===== src/common/apb_delay_pkg.sv =====
`default_nettype none

package apb_delay_pkg;

    //////////////////////////////
    // APB bus widths
    //////////////////////////////

    localparam int unsigned ADDR_W = 32;
    localparam int unsigned DATA_W = 32;
    localparam int unsigned STRB_W = DATA_W / 8;
    localparam int unsigned PROT_W = 3;

    //////////////////////////////
    // Register bank geometry
    //////////////////////////////

    localparam int unsigned REG_COUNT     = 16;
    localparam int unsigned IDX_W         = $clog2(REG_COUNT);   // Index sits at paddr[5:2]
    localparam int unsigned IDX_LSB       = 2;
    localparam int unsigned BANK_SEL_BIT  = 12;                   // 4 KiB per bank
    localparam int unsigned PRIV_REG_BASE = 8;                    // Upper half needs pprot[0]

    localparam logic [ADDR_W-1:0] MAP_LIMIT = 32'h0000_2000;

    //////////////////////////////
    // Delayer fixed point
    //////////////////////////////

    localparam int unsigned RATIO_FRAC_BITS = 10;
    localparam int unsigned COUNT_W         = 24;

    // Wait stretch sequence of one transfer
    typedef enum logic [1:0] {
        IDLE   = 2'd0,
        ACTIVE = 2'd1,   // Device still waiting
        HOLD   = 2'd2    // Device done, response held back
    } delayer_state_e;

endpackage

`default_nettype wire


===== src/apb_delayer/apb_delayer.sv =====
`default_nettype none

module apb_delayer #(
    parameter int unsigned DELAY_RATIO  = 3584,   // 3.5 in Q.10
    parameter bit          DELAY_ENABLE = 1'b1
) (
    input  wire logic                              clock,
    input  wire logic                              reset,

    input  wire logic [apb_delay_pkg::ADDR_W-1:0]  in_paddr,
    input  wire logic                              in_psel,
    input  wire logic                              in_penable,
    input  wire logic [apb_delay_pkg::PROT_W-1:0]  in_pprot,
    input  wire logic                              in_pwrite,
    input  wire logic [apb_delay_pkg::DATA_W-1:0]  in_pwdata,
    input  wire logic [apb_delay_pkg::STRB_W-1:0]  in_pstrb,
    output      logic                              in_pready,
    output      logic [apb_delay_pkg::DATA_W-1:0]  in_prdata,
    output      logic                              in_pslverr,

    output      logic [apb_delay_pkg::ADDR_W-1:0]  out_paddr,
    output      logic                              out_psel,
    output      logic                              out_penable,
    output      logic [apb_delay_pkg::PROT_W-1:0]  out_pprot,
    output      logic                              out_pwrite,
    output      logic [apb_delay_pkg::DATA_W-1:0]  out_pwdata,
    output      logic [apb_delay_pkg::STRB_W-1:0]  out_pstrb,
    input  wire logic                              out_pready,
    input  wire logic [apb_delay_pkg::DATA_W-1:0]  out_prdata,
    input  wire logic                              out_pslverr
);
    import apb_delay_pkg::*;

    localparam logic [COUNT_W:0] RATIO_C = (COUNT_W + 1)'(DELAY_RATIO);

    delayer_state_e      state_q;
    logic [COUNT_W-1:0]  count_q;
    logic [COUNT_W:0]    count_sum;     // Carry bit exposes overflow
    logic [DATA_W-1:0]   hold_prdata;
    logic                hold_pslverr;
    logic                ready_q;
    logic [DATA_W-1:0]   rdata_q;
    logic                err_q;
    logic                req_open;

    assign count_sum = {1'b0, count_q} + RATIO_C;

    // Device sees nothing once it has answered
    assign req_open = (state_q != HOLD) && !ready_q;

    //////////////////////////////
    // Downstream request
    //////////////////////////////

    assign out_paddr   = in_paddr;
    assign out_pprot   = in_pprot;
    assign out_pwrite  = in_pwrite;
    assign out_pwdata  = in_pwdata;
    assign out_pstrb   = in_pstrb;
    assign out_psel    = in_psel && (req_open || !DELAY_ENABLE);
    assign out_penable = in_penable && (req_open || !DELAY_ENABLE);

    //////////////////////////////
    // Stretch FSM
    //////////////////////////////

    always_ff @(posedge clock) begin
        if (reset) begin
            state_q <= IDLE;
            count_q <= '0;
        end else begin
            case (state_q)
                IDLE: begin
                    if (in_psel && !in_penable) begin   // Setup cycle
                        state_q <= ACTIVE;
                    end
                end
                ACTIVE: begin
                    if (out_pready) begin
                        state_q <= HOLD;
                        count_q <= count_q >> RATIO_FRAC_BITS;   // Drop fraction
                    end else begin
                        count_q <= count_sum[COUNT_W-1:0];
                    end
                end
                HOLD: begin
                    if (count_q == '0) begin
                        state_q <= IDLE;
                    end else begin
                        count_q <= count_q - 1'b1;
                    end
                end
                default: state_q <= IDLE;
            endcase
        end
    end

    always_ff @(posedge clock) begin
        if (state_q == ACTIVE && out_pready) begin
            hold_prdata  <= out_prdata;
            hold_pslverr <= out_pslverr;
        end
    end

    // One-cycle completion toward the requester
    always_ff @(posedge clock) begin
        if (reset) begin
            ready_q <= 1'b0;
            rdata_q <= '0;
            err_q   <= 1'b0;
        end else if (state_q == HOLD && count_q == '0) begin
            ready_q <= 1'b1;
            rdata_q <= hold_prdata;
            err_q   <= hold_pslverr;
        end else begin
            ready_q <= 1'b0;
            rdata_q <= '0;
            err_q   <= 1'b0;
        end
    end

    assign in_pready  = DELAY_ENABLE ? ready_q : out_pready;
    assign in_prdata  = DELAY_ENABLE ? rdata_q : out_prdata;
    assign in_pslverr = DELAY_ENABLE ? err_q   : out_pslverr;

    //////////////////////////////
    // Checks
    //////////////////////////////

    a_single_ready: assert property (@(posedge clock) disable iff (reset)
        in_pready |=> !in_pready);

    a_enable_in_select: assert property (@(posedge clock) disable iff (reset)
        out_penable |-> out_psel);

    a_no_overflow: assert property (@(posedge clock) disable iff (reset)
        (state_q == ACTIVE && !out_pready) |-> !count_sum[COUNT_W]);

endmodule

`default_nettype wire


===== src/hw/apb_decoder.sv =====
`default_nettype none

module apb_decoder (
    input  wire logic [apb_delay_pkg::ADDR_W-1:0]  s_paddr,
    input  wire logic                              s_psel,
    input  wire logic                              s_penable,
    input  wire logic [apb_delay_pkg::PROT_W-1:0]  s_pprot,
    input  wire logic                              s_pwrite,
    input  wire logic [apb_delay_pkg::DATA_W-1:0]  s_pwdata,
    input  wire logic [apb_delay_pkg::STRB_W-1:0]  s_pstrb,
    output      logic                              s_pready,
    output      logic [apb_delay_pkg::DATA_W-1:0]  s_prdata,
    output      logic                              s_pslverr,

    output      logic                              m0_psel,
    output      logic                              m1_psel,
    output      logic [apb_delay_pkg::ADDR_W-1:0]  m_paddr,
    output      logic                              m_penable,
    output      logic [apb_delay_pkg::PROT_W-1:0]  m_pprot,
    output      logic                              m_pwrite,
    output      logic [apb_delay_pkg::DATA_W-1:0]  m_pwdata,
    output      logic [apb_delay_pkg::STRB_W-1:0]  m_pstrb,

    input  wire logic                              m0_pready,
    input  wire logic [apb_delay_pkg::DATA_W-1:0]  m0_prdata,
    input  wire logic                              m0_pslverr,
    input  wire logic                              m1_pready,
    input  wire logic [apb_delay_pkg::DATA_W-1:0]  m1_prdata,
    input  wire logic                              m1_pslverr
);
    import apb_delay_pkg::*;

    logic in_map;
    logic hit_bank1;
    logic access;

    assign in_map    = (s_paddr < MAP_LIMIT);
    assign hit_bank1 = s_paddr[BANK_SEL_BIT];
    assign access    = s_psel && s_penable;

    // Shared request lines, only psel is per bank
    assign m_paddr   = s_paddr;
    assign m_penable = s_penable;
    assign m_pprot   = s_pprot;
    assign m_pwrite  = s_pwrite;
    assign m_pwdata  = s_pwdata;
    assign m_pstrb   = s_pstrb;

    assign m0_psel = s_psel && in_map && !hit_bank1;
    assign m1_psel = s_psel && in_map && hit_bank1;

    always_comb begin
        if (!in_map) begin
            s_pready  = access;   // Zero wait decode error
            s_prdata  = '0;
            s_pslverr = access;
        end else if (hit_bank1) begin
            s_pready  = m1_pready;
            s_prdata  = m1_prdata;
            s_pslverr = m1_pslverr;
        end else begin
            s_pready  = m0_pready;
            s_prdata  = m0_prdata;
            s_pslverr = m0_pslverr;
        end
    end

    always_comb begin
        a_one_hot_sel: assert final (!(m0_psel && m1_psel));
    end

endmodule

`default_nettype wire


===== src/hw/apb_delay_top.sv =====
`default_nettype none

module apb_delay_top #(
    parameter int unsigned DELAY_RATIO  = 3584,
    parameter bit          DELAY_ENABLE = 1'b1,
    parameter int unsigned BANK0_WAIT   = 2,
    parameter int unsigned BANK1_WAIT   = 5
) (
    input  wire logic                              clock,
    input  wire logic                              reset,
    input  wire logic [apb_delay_pkg::ADDR_W-1:0]  in_paddr,
    input  wire logic                              in_psel,
    input  wire logic                              in_penable,
    input  wire logic [apb_delay_pkg::PROT_W-1:0]  in_pprot,
    input  wire logic                              in_pwrite,
    input  wire logic [apb_delay_pkg::DATA_W-1:0]  in_pwdata,
    input  wire logic [apb_delay_pkg::STRB_W-1:0]  in_pstrb,
    output      logic                              in_pready,
    output      logic [apb_delay_pkg::DATA_W-1:0]  in_prdata,
    output      logic                              in_pslverr
);
    import apb_delay_pkg::*;

    // Delayer to decoder
    logic [ADDR_W-1:0] d_paddr;
    logic              d_psel;
    logic              d_penable;
    logic [PROT_W-1:0] d_pprot;
    logic              d_pwrite;
    logic [DATA_W-1:0] d_pwdata;
    logic [STRB_W-1:0] d_pstrb;
    logic              d_pready;
    logic [DATA_W-1:0] d_prdata;
    logic              d_pslverr;

    // Decoder to banks
    logic [ADDR_W-1:0] m_paddr;
    logic              m_penable;
    logic [PROT_W-1:0] m_pprot;
    logic              m_pwrite;
    logic [DATA_W-1:0] m_pwdata;
    logic [STRB_W-1:0] m_pstrb;
    logic              m0_psel;
    logic              m0_pready;
    logic [DATA_W-1:0] m0_prdata;
    logic              m0_pslverr;
    logic              m1_psel;
    logic              m1_pready;
    logic [DATA_W-1:0] m1_prdata;
    logic              m1_pslverr;

    apb_delayer #(
        .DELAY_RATIO  (DELAY_RATIO),
        .DELAY_ENABLE (DELAY_ENABLE)
    ) delayer_i (
        .clock       (clock),
        .reset       (reset),
        .in_paddr    (in_paddr),
        .in_psel     (in_psel),
        .in_penable  (in_penable),
        .in_pprot    (in_pprot),
        .in_pwrite   (in_pwrite),
        .in_pwdata   (in_pwdata),
        .in_pstrb    (in_pstrb),
        .in_pready   (in_pready),
        .in_prdata   (in_prdata),
        .in_pslverr  (in_pslverr),
        .out_paddr   (d_paddr),
        .out_psel    (d_psel),
        .out_penable (d_penable),
        .out_pprot   (d_pprot),
        .out_pwrite  (d_pwrite),
        .out_pwdata  (d_pwdata),
        .out_pstrb   (d_pstrb),
        .out_pready  (d_pready),
        .out_prdata  (d_prdata),
        .out_pslverr (d_pslverr)
    );

    apb_decoder decoder_i (
        .s_paddr    (d_paddr),
        .s_psel     (d_psel),
        .s_penable  (d_penable),
        .s_pprot    (d_pprot),
        .s_pwrite   (d_pwrite),
        .s_pwdata   (d_pwdata),
        .s_pstrb    (d_pstrb),
        .s_pready   (d_pready),
        .s_prdata   (d_prdata),
        .s_pslverr  (d_pslverr),
        .m0_psel    (m0_psel),
        .m1_psel    (m1_psel),
        .m_paddr    (m_paddr),
        .m_penable  (m_penable),
        .m_pprot    (m_pprot),
        .m_pwrite   (m_pwrite),
        .m_pwdata   (m_pwdata),
        .m_pstrb    (m_pstrb),
        .m0_pready  (m0_pready),
        .m0_prdata  (m0_prdata),
        .m0_pslverr (m0_pslverr),
        .m1_pready  (m1_pready),
        .m1_prdata  (m1_prdata),
        .m1_pslverr (m1_pslverr)
    );

    apb_regbank #(
        .WAIT (BANK0_WAIT)
    ) bank0_i (
        .clock   (clock),
        .reset   (reset),
        .paddr   (m_paddr),
        .psel    (m0_psel),
        .penable (m_penable),
        .pprot   (m_pprot),
        .pwrite  (m_pwrite),
        .pwdata  (m_pwdata),
        .pstrb   (m_pstrb),
        .pready  (m0_pready),
        .prdata  (m0_prdata),
        .pslverr (m0_pslverr)
    );

    apb_regbank #(
        .WAIT (BANK1_WAIT)
    ) bank1_i (
        .clock   (clock),
        .reset   (reset),
        .paddr   (m_paddr),
        .psel    (m1_psel),
        .penable (m_penable),
        .pprot   (m_pprot),
        .pwrite  (m_pwrite),
        .pwdata  (m_pwdata),
        .pstrb   (m_pstrb),
        .pready  (m1_pready),
        .prdata  (m1_prdata),
        .pslverr (m1_pslverr)
    );

endmodule

`default_nettype wire


===== src/hw/apb_regbank.sv =====
`default_nettype none

module apb_regbank #(
    parameter int unsigned WAIT = 2
) (
    input  wire logic                              clock,
    input  wire logic                              reset,
    input  wire logic [apb_delay_pkg::ADDR_W-1:0]  paddr,
    input  wire logic                              psel,
    input  wire logic                              penable,
    input  wire logic [apb_delay_pkg::PROT_W-1:0]  pprot,
    input  wire logic                              pwrite,
    input  wire logic [apb_delay_pkg::DATA_W-1:0]  pwdata,
    input  wire logic [apb_delay_pkg::STRB_W-1:0]  pstrb,
    output      logic                              pready,
    output      logic [apb_delay_pkg::DATA_W-1:0]  prdata,
    output      logic                              pslverr
);
    import apb_delay_pkg::*;

    localparam int unsigned CNT_W = (WAIT > 0) ? $clog2(WAIT + 1) : 1;

    logic [DATA_W-1:0] regs [REG_COUNT];
    logic [IDX_W-1:0]  idx;
    logic              bad_offset;
    logic              bad_priv;
    logic              err;
    logic              setup;
    logic              access;
    logic              raise;
    logic [CNT_W-1:0]  cnt_q;
    logic              pready_q;
    logic [DATA_W-1:0] prdata_q;
    logic              pslverr_q;

    //////////////////////////////
    // Access decode
    //////////////////////////////

    assign idx = paddr[IDX_LSB +: IDX_W];

    // Only the index bits may be set inside the bank window
    assign bad_offset = (paddr[BANK_SEL_BIT-1:IDX_LSB+IDX_W] != '0)
                     || (paddr[IDX_LSB-1:0] != '0);
    assign bad_priv   = (idx >= IDX_W'(PRIV_REG_BASE)) && !pprot[0];
    assign err        = bad_offset || bad_priv;

    assign setup  = psel && !penable;
    assign access = psel && penable;

    // Response goes out WAIT access cycles after the setup cycle
    assign raise = (setup && WAIT == 0)
                || (access && !pready_q && cnt_q == CNT_W'(1));

    //////////////////////////////
    // Wait counter and response
    //////////////////////////////

    always_ff @(posedge clock) begin
        if (reset) begin
            cnt_q     <= '0;
            pready_q  <= 1'b0;
            prdata_q  <= '0;
            pslverr_q <= 1'b0;
        end else if (pready_q) begin   // Transfer ends this cycle
            pready_q  <= 1'b0;
            prdata_q  <= '0;
            pslverr_q <= 1'b0;
        end else begin
            if (setup) begin
                cnt_q <= CNT_W'(WAIT);
            end else if (access && cnt_q != '0) begin
                cnt_q <= cnt_q - 1'b1;
            end
            if (raise) begin
                pready_q  <= 1'b1;
                prdata_q  <= (err || pwrite) ? '0 : regs[idx];
                pslverr_q <= err;
            end
        end
    end

    // Byte-wise write, blocked on error
    always_ff @(posedge clock) begin
        if (reset) begin
            for (int r = 0; r < REG_COUNT; r++) begin
                regs[r] <= '0;
            end
        end else if (raise && pwrite && !err) begin
            for (int b = 0; b < STRB_W; b++) begin
                if (pstrb[b]) begin
                    regs[idx][8*b +: 8] <= pwdata[8*b +: 8];
                end
            end
        end
    end

    assign pready  = pready_q;
    assign prdata  = prdata_q;
    assign pslverr = pslverr_q;

    a_ready_in_access: assert property (@(posedge clock) disable iff (reset)
        pready |-> (psel && penable));

endmodule

`default_nettype wire


===== config.mk =====
export PLATFORM = sky130hd
export DESIGN_NAME = apb_delay_top
export DESIGN_NICKNAME = d
export VERILOG_FILES = /design/src/common/apb_delay_pkg.sv /design/src/apb_delayer/apb_delayer.sv /design/src/hw/apb_decoder.sv /design/src/hw/apb_delay_top.sv /design/src/hw/apb_regbank.sv
export SDC_FILE = /design/constraint.sdc
export NUM_CORES = 2
export LEC_CHECK = 0
export ABC_AREA = 1
export BUFFER_PORTS_ARGS = -buffer_cell sky130_fd_sc_hd__clkbuf_2
export CAP_MARGIN = 30
export CORE_ASPECT_RATIO = 0.8
export CORE_MARGIN = 2
export CORE_UTILIZATION = 45
export DETAILED_ROUTE_END_ITERATION = 12
export GPL_TIMING_DRIVEN = 0
export REMOVE_ABC_BUFFERS = 1
export SKIP_LAST_GASP = 1
export SLEW_MARGIN = 20
export SYNTH_ARGS = -nofsm -noshare
export SYNTH_HDL_FRONTEND = slang
export SYNTH_SLANG_ARGS = --single-unit

===== constraint.sdc =====
create_clock -name clock -period 8.02 [get_ports clock]
set_input_delay 1.604 -clock clock [delete_from_list [all_inputs] [get_ports clock]]
set_output_delay 1.604 -clock clock [all_outputs]
set_load 0.02 [all_outputs]

### Word-level counts from Yosys, hierarchy flattened

Memory sizes are Yosys's and may differ from the RTL's.
Index checks and enable logic that the tools add are counted.

| operators by class | value |
|---|---|
| equality and inequality tests | 9 |
| reduce and logical (&&, ||, !) cells | 54 |
| bitwise operators | 3 |
| order comparisons | 2 |
| add/sub/neg operators | 4 |
| muxes and demuxes | 57 |

Operators by type and width:

| kind | count |
|---|---|
| two-way mux 32 bit | 5 |
| OR reduction 32 bit | 2 |
| two-way mux 24 bit | 2 |
| one-hot mux 24 bit (2 select lines) | 1 |
| two-way mux 1 bit | 37 |
| less-than comparator 32 x 14 -> 1 bit (second input constant) | 1 |
| logical AND 1 bit | 25 |
| adder 24 x 12 -> 24 bit (second input constant) | 1 |
| zero test 24 bit | 1 |
| subtractor 24 x 1 -> 24 bit (second input constant) | 1 |
| two-way mux 4 bit | 4 |
| two-way mux 2 bit | 5 |
| nonzero test 2 bit | 5 |
| zero test 1 bit | 8 |
| two-way mux 3 bit | 2 |
| != test 2 x 1 -> 1 bit (second input constant) | 3 |
| one-hot mux 2 bit (3 select lines) | 1 |
| AND reduction 2 bit | 3 |
| nonzero test 6 bit | 1 |
| OR reduction 2 bit | 3 |
| == test 2 x 1 -> 1 bit (second input constant) | 2 |
| greater-or-equal comparator 4 bit (second input constant) | 1 |
| != test 2 bit (second input constant) | 2 |
| == test 3 x 1 -> 1 bit (second input constant) | 1 |
| 8 further kinds | 12 |

| storage, ports and cells | value |
|---|---|
| input bits | 76 |
| output and inout port bits | 34 |
| logic and storage cells | 146 |
| register bits | 166 |
| memories kept | 2 |
| RAM bits | 1024 |

Memories:

| name | depth | bits a word | read ports | clocked after memory_dff | write ports | line | text |
|---|---|---|---|---|---|---|---|
| bank0_i.regs | 16 | 32 | 1 | 0 | 16 | apb_regbank.sv:23 | `logic [DATA_W-1:0] regs [REG_COUNT];` |
| bank1_i.regs | 16 | 32 | 1 | 0 | 16 | apb_regbank.sv:23 |  |

### Longest topological paths before layout

| logic depth | value |
|---|---|
| depth in word-level cells | 15 |
| mapped depth | 14 |
| gate-level depth less buffers | 13 |

### Cells and area by module

From an unflattened synthesis, not the netlist that was laid out.

| second synthesis, totals | value |
|---|---|
| cell total of the unflattened synthesis | 7268 |
| area, all modules | 62608.8 µm² |

By module, submodules not included:

| module | instances | cells each | sequential area each (µm²) | area an instance (µm²) |
|---|---|---|---|---|
| apb_regbank at bank1_i | 1 | 3363 | 16115.5 | 29239.3 |
| apb_regbank at bank0_i | 1 | 3065 | 16095.4 | 27066.0 |
| apb_delayer | 1 | 626 | 2192.1 | 5004.8 |
| apb_decoder | 1 | 214 | 0.0 | 1298.7 |

### Least setup slack after synthesis

Ideal clock, no wire load.

| timing | value |
|---|---|
| path type | input-to-reg |
| start point | input port in_paddr[12] in the netlist's numbering |
| end point | register delayer_i.count_q[15] |
| data required time | 7904 ps |
| stages | 10 |
| slack | 3668 ps |
| path buffers | 2 |
| setup time | 116 ps |
| data arrival time | 4236 ps |
| path through | buf_2 > nand2_1 > o21ai_0 > nand4_1 > clkbuf_1 > nand2_1 > nor2_1 > nand2_1 > nand2_1 > nor2_1 |

| on the way | value |
|---|---|
| longest elaborated chain between the ends | 4 |
| elaborated cells on any way between the ends | 5 |
| those cells by class | order compare (1); mux (4) |

RTL lines:

| what | line | text |
|---|---|---|
| from (decl) | apb_delay_top.sv:11 | `input wire logic [apb_delay_pkg::ADDR_W-1:0] in_paddr,` |
| less-than comparator 32 x 14 -> 1 bit or two-way mux 1 bit (tied branches) | apb_decoder.sv:37, apb_decoder.sv:57 |  |
| two-way mux 1 bit * | apb_decoder.sv:53 | `if (!in_map) begin` |
| two-way mux 24 bit * | apb_delayer.sv:79 | `if (out_pready) begin` |
| one-hot mux 24 bit (2 select lines) * | apb_delayer.sv:72 | `case (state_q)` |
| to (signal assigned) | apb_delayer.sv:81 | `count_q <= count_q >> RATIO_FRAC_BITS;` |
| to (signal assigned) | apb_delayer.sv:83 | `count_q <= count_sum[COUNT_W-1:0];` |
| to (signal assigned) | apb_delayer.sv:90 | `count_q <= count_q - 1'b1;` |
| to (decl) | apb_delayer.sv:37 | `logic [COUNT_W-1:0] count_q;` |

Every way passes the cells marked *; elsewhere a longest branch is shown, timed or not.
A chain may end at the register's enable or synchronous reset.

==> flow_metrics.env <==
export IMPL_ys_seq_elements=1190
export IMPL_areaGrowthSynthToFinish_pct=11.9
export IMPL_globalplace_congestion=0.822
export IMPL_antenna_found_initial=4
export IMPL_drtAntennaViolNets=0
export IMPL_power_density_nw_per_um2=248
export IMPL_cts_tree="yes"
export IMPL_critPathArrivalTime_ns=5.91
export IMPL_critPathLaunchType="input port"
export IMPL_slew_viol_final=0
export IMPL_synth_cells=4706
export IMPL_period_share=0.690
export IMPL_endpoint_kind="flip-flop"
export IMPL_synth_top_area_share=0.627
export IMPL_cts_buffer_depth=3
export IMPL_cts_setup_buffers=0
export IMPL_clkLatencyLatePin_ns=0.74
export IMPL_drt_total_wl_mm=147
export IMPL_ios=110
export IMPL_drt_first_pass_iters=6
export IMPL_syn_mean_instance_area_um2=10.8
export IMPL_wl_per_cell_um=23.5
export IMPL_p_total_mw=14.1
export IMPL_core_um2=112000
export IMPL_drt_first_iter_violations=4410
export IMPL_grt_pass1_wl_mm=217
export IMPL_dieWidth_um=379
export IMPL_overflow=0
export IMPL_grt_max_degree=110
export IMPL_htreeDepth=3
export IMPL_peakVddDrop_v=0.000183
export IMPL_synth_edf_count=1057
export IMPL_final_core_util=0.505
export IMPL_synthTopCellsByArea="edfxtp_1 (63%), nor2_1 (9.7%), o22ai_1 (6.2%)"
export IMPL_io_buffers=107
export IMPL_p_clk_frac=0.393
export IMPL_max_freq_mhz=181
export IMPL_switching_power_mw=3.60
export IMPL_min_period_ns=5.53
export IMPL_final_area_um2=56600
export IMPL_placed_area_um2=52800
export IMPL_nets=4742
export IMPL_ys_flop_type="edfxtp_1"
export IMPL_hp_class="flip-flop to flip-flop"
export IMPL_ys_types=40
export IMPL_ys_warn_count=0
export IMPL_num_vias=36300
export IMPL_hold_viol=0
export IMPL_rsz0062_at_grt="false"
export IMPL_grt_total_usage=0.252
export IMPL_n_antenna_cell=0
export IMPL_status="finished clean"
export IMPL_seqPwrFrac=0.503
export IMPL_hpwl_mm=89.4
export IMPL_switching_share=0.256
export IMPL_hold_slack_ns=0.465
export IMPL_placementRows=110
export IMPL_synthArstFlopShare=0
export IMPL_drive_above_1_share=0.107
export IMPL_numCtsBuffers=114
export IMPL_synth_area_leader_cell="edfxtp_1"
export IMPL_die_y_um=304
export IMPL_synth_area_um2=50600
export IMPL_p_leak_nw=21.7
export IMPL_synth_most_common_cell="nor2_1"
export IMPL_fp_dieArea_um2=115000
export IMPL_netlist_top_cells_count="nor2_1 (1,311), edfxtp_1 (1,057), o22ai_1 (504)"
export IMPL_pwr_share_comb=0.104
export IMPL_max_slew_margin=0.308
export IMPL_postCtsResizedCells=0
export IMPL_pre_cts_slack_ns=1.88
export IMPL_start_util=0.452
export IMPL_worst_pin_slew_ns=1.04
export IMPL_fin_ws_ns=2.49
export IMPL_path_max_fanout=54
export IMPL_drc=0
export IMPL_internal_power_mw=10.5
export IMPL_ys_seq_area_frac=0.680
export IMPL_drv_cap=0
export IMPL_hold_buffers=0
export IMPL_criticalPathCategory="input port to flip-flop"
export IMPL_worstPathRequired_ns=8.40
export IMPL_nFillCells=10200
export IMPL_finalSetupViolations=0
export IMPL_clock_skew_ns=0.0271
export IMPL_clk_pin_slew_ns=0.06
export IMPL_clock_sinks=1190
export IMPL_cts_root_buf="clkbuf_16"
export IMPL_grt_pass1_vias=34500
export IMPL_via_per_inst=5.78
==> cells in the final DEF (no fill, tap or decap), types with 3 or more instances in the layout <==
| cell | Yosys | layout |
|---|---|---|
| nand3b_1 | 6 | 6 |
| clkbuf_2 | 0 | 106 |
| buf_8 | 2 | 4 |
| buf_16 | 0 | 21 |
| or2_2 | 8 | 8 |
| nor3_1 | 7 | 7 |
| nand3_2 | 60 | 60 |
| clkbuf_8 | 0 | 11 |
| nand4_1 | 22 | 22 |
| o22ai_1 | 504 | 504 |
| nor2_2 | 8 | 3 |
| clkbuf_1 | 251 | 31 |
| nand2_1 | 486 | 483 |
| bufinv_16 | 0 | 11 |
| inv_1 | 191 | 157 |
| edfxtp_1 | 1057 | 1057 |
| clkinv_2 | 0 | 20 |
| a22oi_1 | 9 | 9 |
| nand3_1 | 89 | 89 |
| nor2_1 | 1311 | 1306 |
| clkbuf_16 | 0 | 115 |
| inv_2 | 10 | 42 |
| buf_6 | 2 | 3 |
| o21ai_0 | 327 | 327 |
| clkinvlp_4 | 0 | 3 |
| xor2_1 | 12 | 12 |
| nand2_2 | 31 | 31 |
| dfxtp_1 | 133 | 133 |
| nand2_4 | 10 | 13 |
| nor2_4 | 18 | 28 |
| clkinv_1 | 1 | 17 |
| ha_1 | 10 | 10 |
| o21a_1 | 12 | 12 |
| a21oi_1 | 58 | 58 |
| buf_12 | 0 | 14 |
==> kinds of logic after synthesis <==
family                     synth area share
AOI/OAI and AO/OA                     0.104
xor gates and xnor gates            0.00225
adders and majority gates           0.00247
buffers and inverters                0.0398
DFF                                   0.680
and+or+nand+nor                       0.171
==> power groups by stage <==
stage | combinational [mW] | clock [mW] | sequential, mW
floorplan | 0.964 | 0 | 7.17
CTS | 1.45 | 5.56 | 7.08
finish | 1.46 | 5.53 | 7.08
global route | 1.61 | 5.80 | 7.10
detailed placement | 1.44 | 0 | 7.21
global placement | 1.44 | 0 | 7.21
==> metal layers <==
metal  part of all wire  wire length (um)  vias to the layer above  track usage
li1                   -                 -                    16500            -
met1               0.43             63000                    17900        0.369
met2               0.44             65200                     1622        0.373
met3               0.10             15100                      229       0.0632
met4              0.028              4120                        0       0.0710
met5                  0                 0                        -            0
==> path summary, 6_finish.rpt <==
kind / from / to / slack, ns / cells after the start
hold / removal: bank1_i.pslverr / bank1_i.pslverr / 0.47 / 2
setup reg to reg: delayer_i.state_q[0] / bank0_i.regs[11][22] / 3.14 / 11
hold reg to reg: bank1_i.pslverr / bank1_i.pslverr / 0.47 / 2
setup / recovery: in_paddr[12] / bank0_i.regs[11][22] / 2.49 / 10
==> state kept, by name, indices dropped and copies added, names as in the netlist <==
name,cells
bank1_i.regs,512
delayer_i.in_prdata,32
bank0_i.prdata,32
bank1_i.cnt_q,3
bank1_i.pready,1
delayer_i.state_q,2
delayer_i.hold_prdata,32
bank0_i.regs,512
bank0_i.cnt_q,2
bank1_i.pslverr,1
delayer_i.in_pslverr,1
bank0_i.pslverr,1
delayer_i.count_q,24
delayer_i.hold_pslverr,1
bank0_i.pready,1
bank1_i.prdata,32
delayer_i.in_pready,1
==> cell type report <==
cell class	count	area (um^2)	area share
sequential	1190	34400	0.608
multi-input combinational	2999	14300	0.252
clock buffer	157	3150	0.0555
tap	1512	1890	0.0334
timing repair buffer	149	1490	0.0263
inverter	202	773	0.0137
clock inverter	59	646	0.0114
==> through the flow <==
| step | setup TNS, ns | instances |
|---|---|---|
| floorplan | 0 | 4391 |
| global placement | -8754.56 | 6010 |
| detailed placement | 0 | 6051 |
| CTS | 0 | 6267 |
| global route | 0 | 6268 |
| finish | 0 | 6268 |
==> worst max-delay path: stages <==
cell	delay, ns
clkbuf_4	0.42
inv_2	0.54
nand2_1	0.10
nor2_1	0.35
nand3b_2	0.75
nor2_4	0.90
buf_16	0.25
buf_12	0.20
nand3_2	0.23
nand2_1	0.42
(Power assumes the default switching activity.)
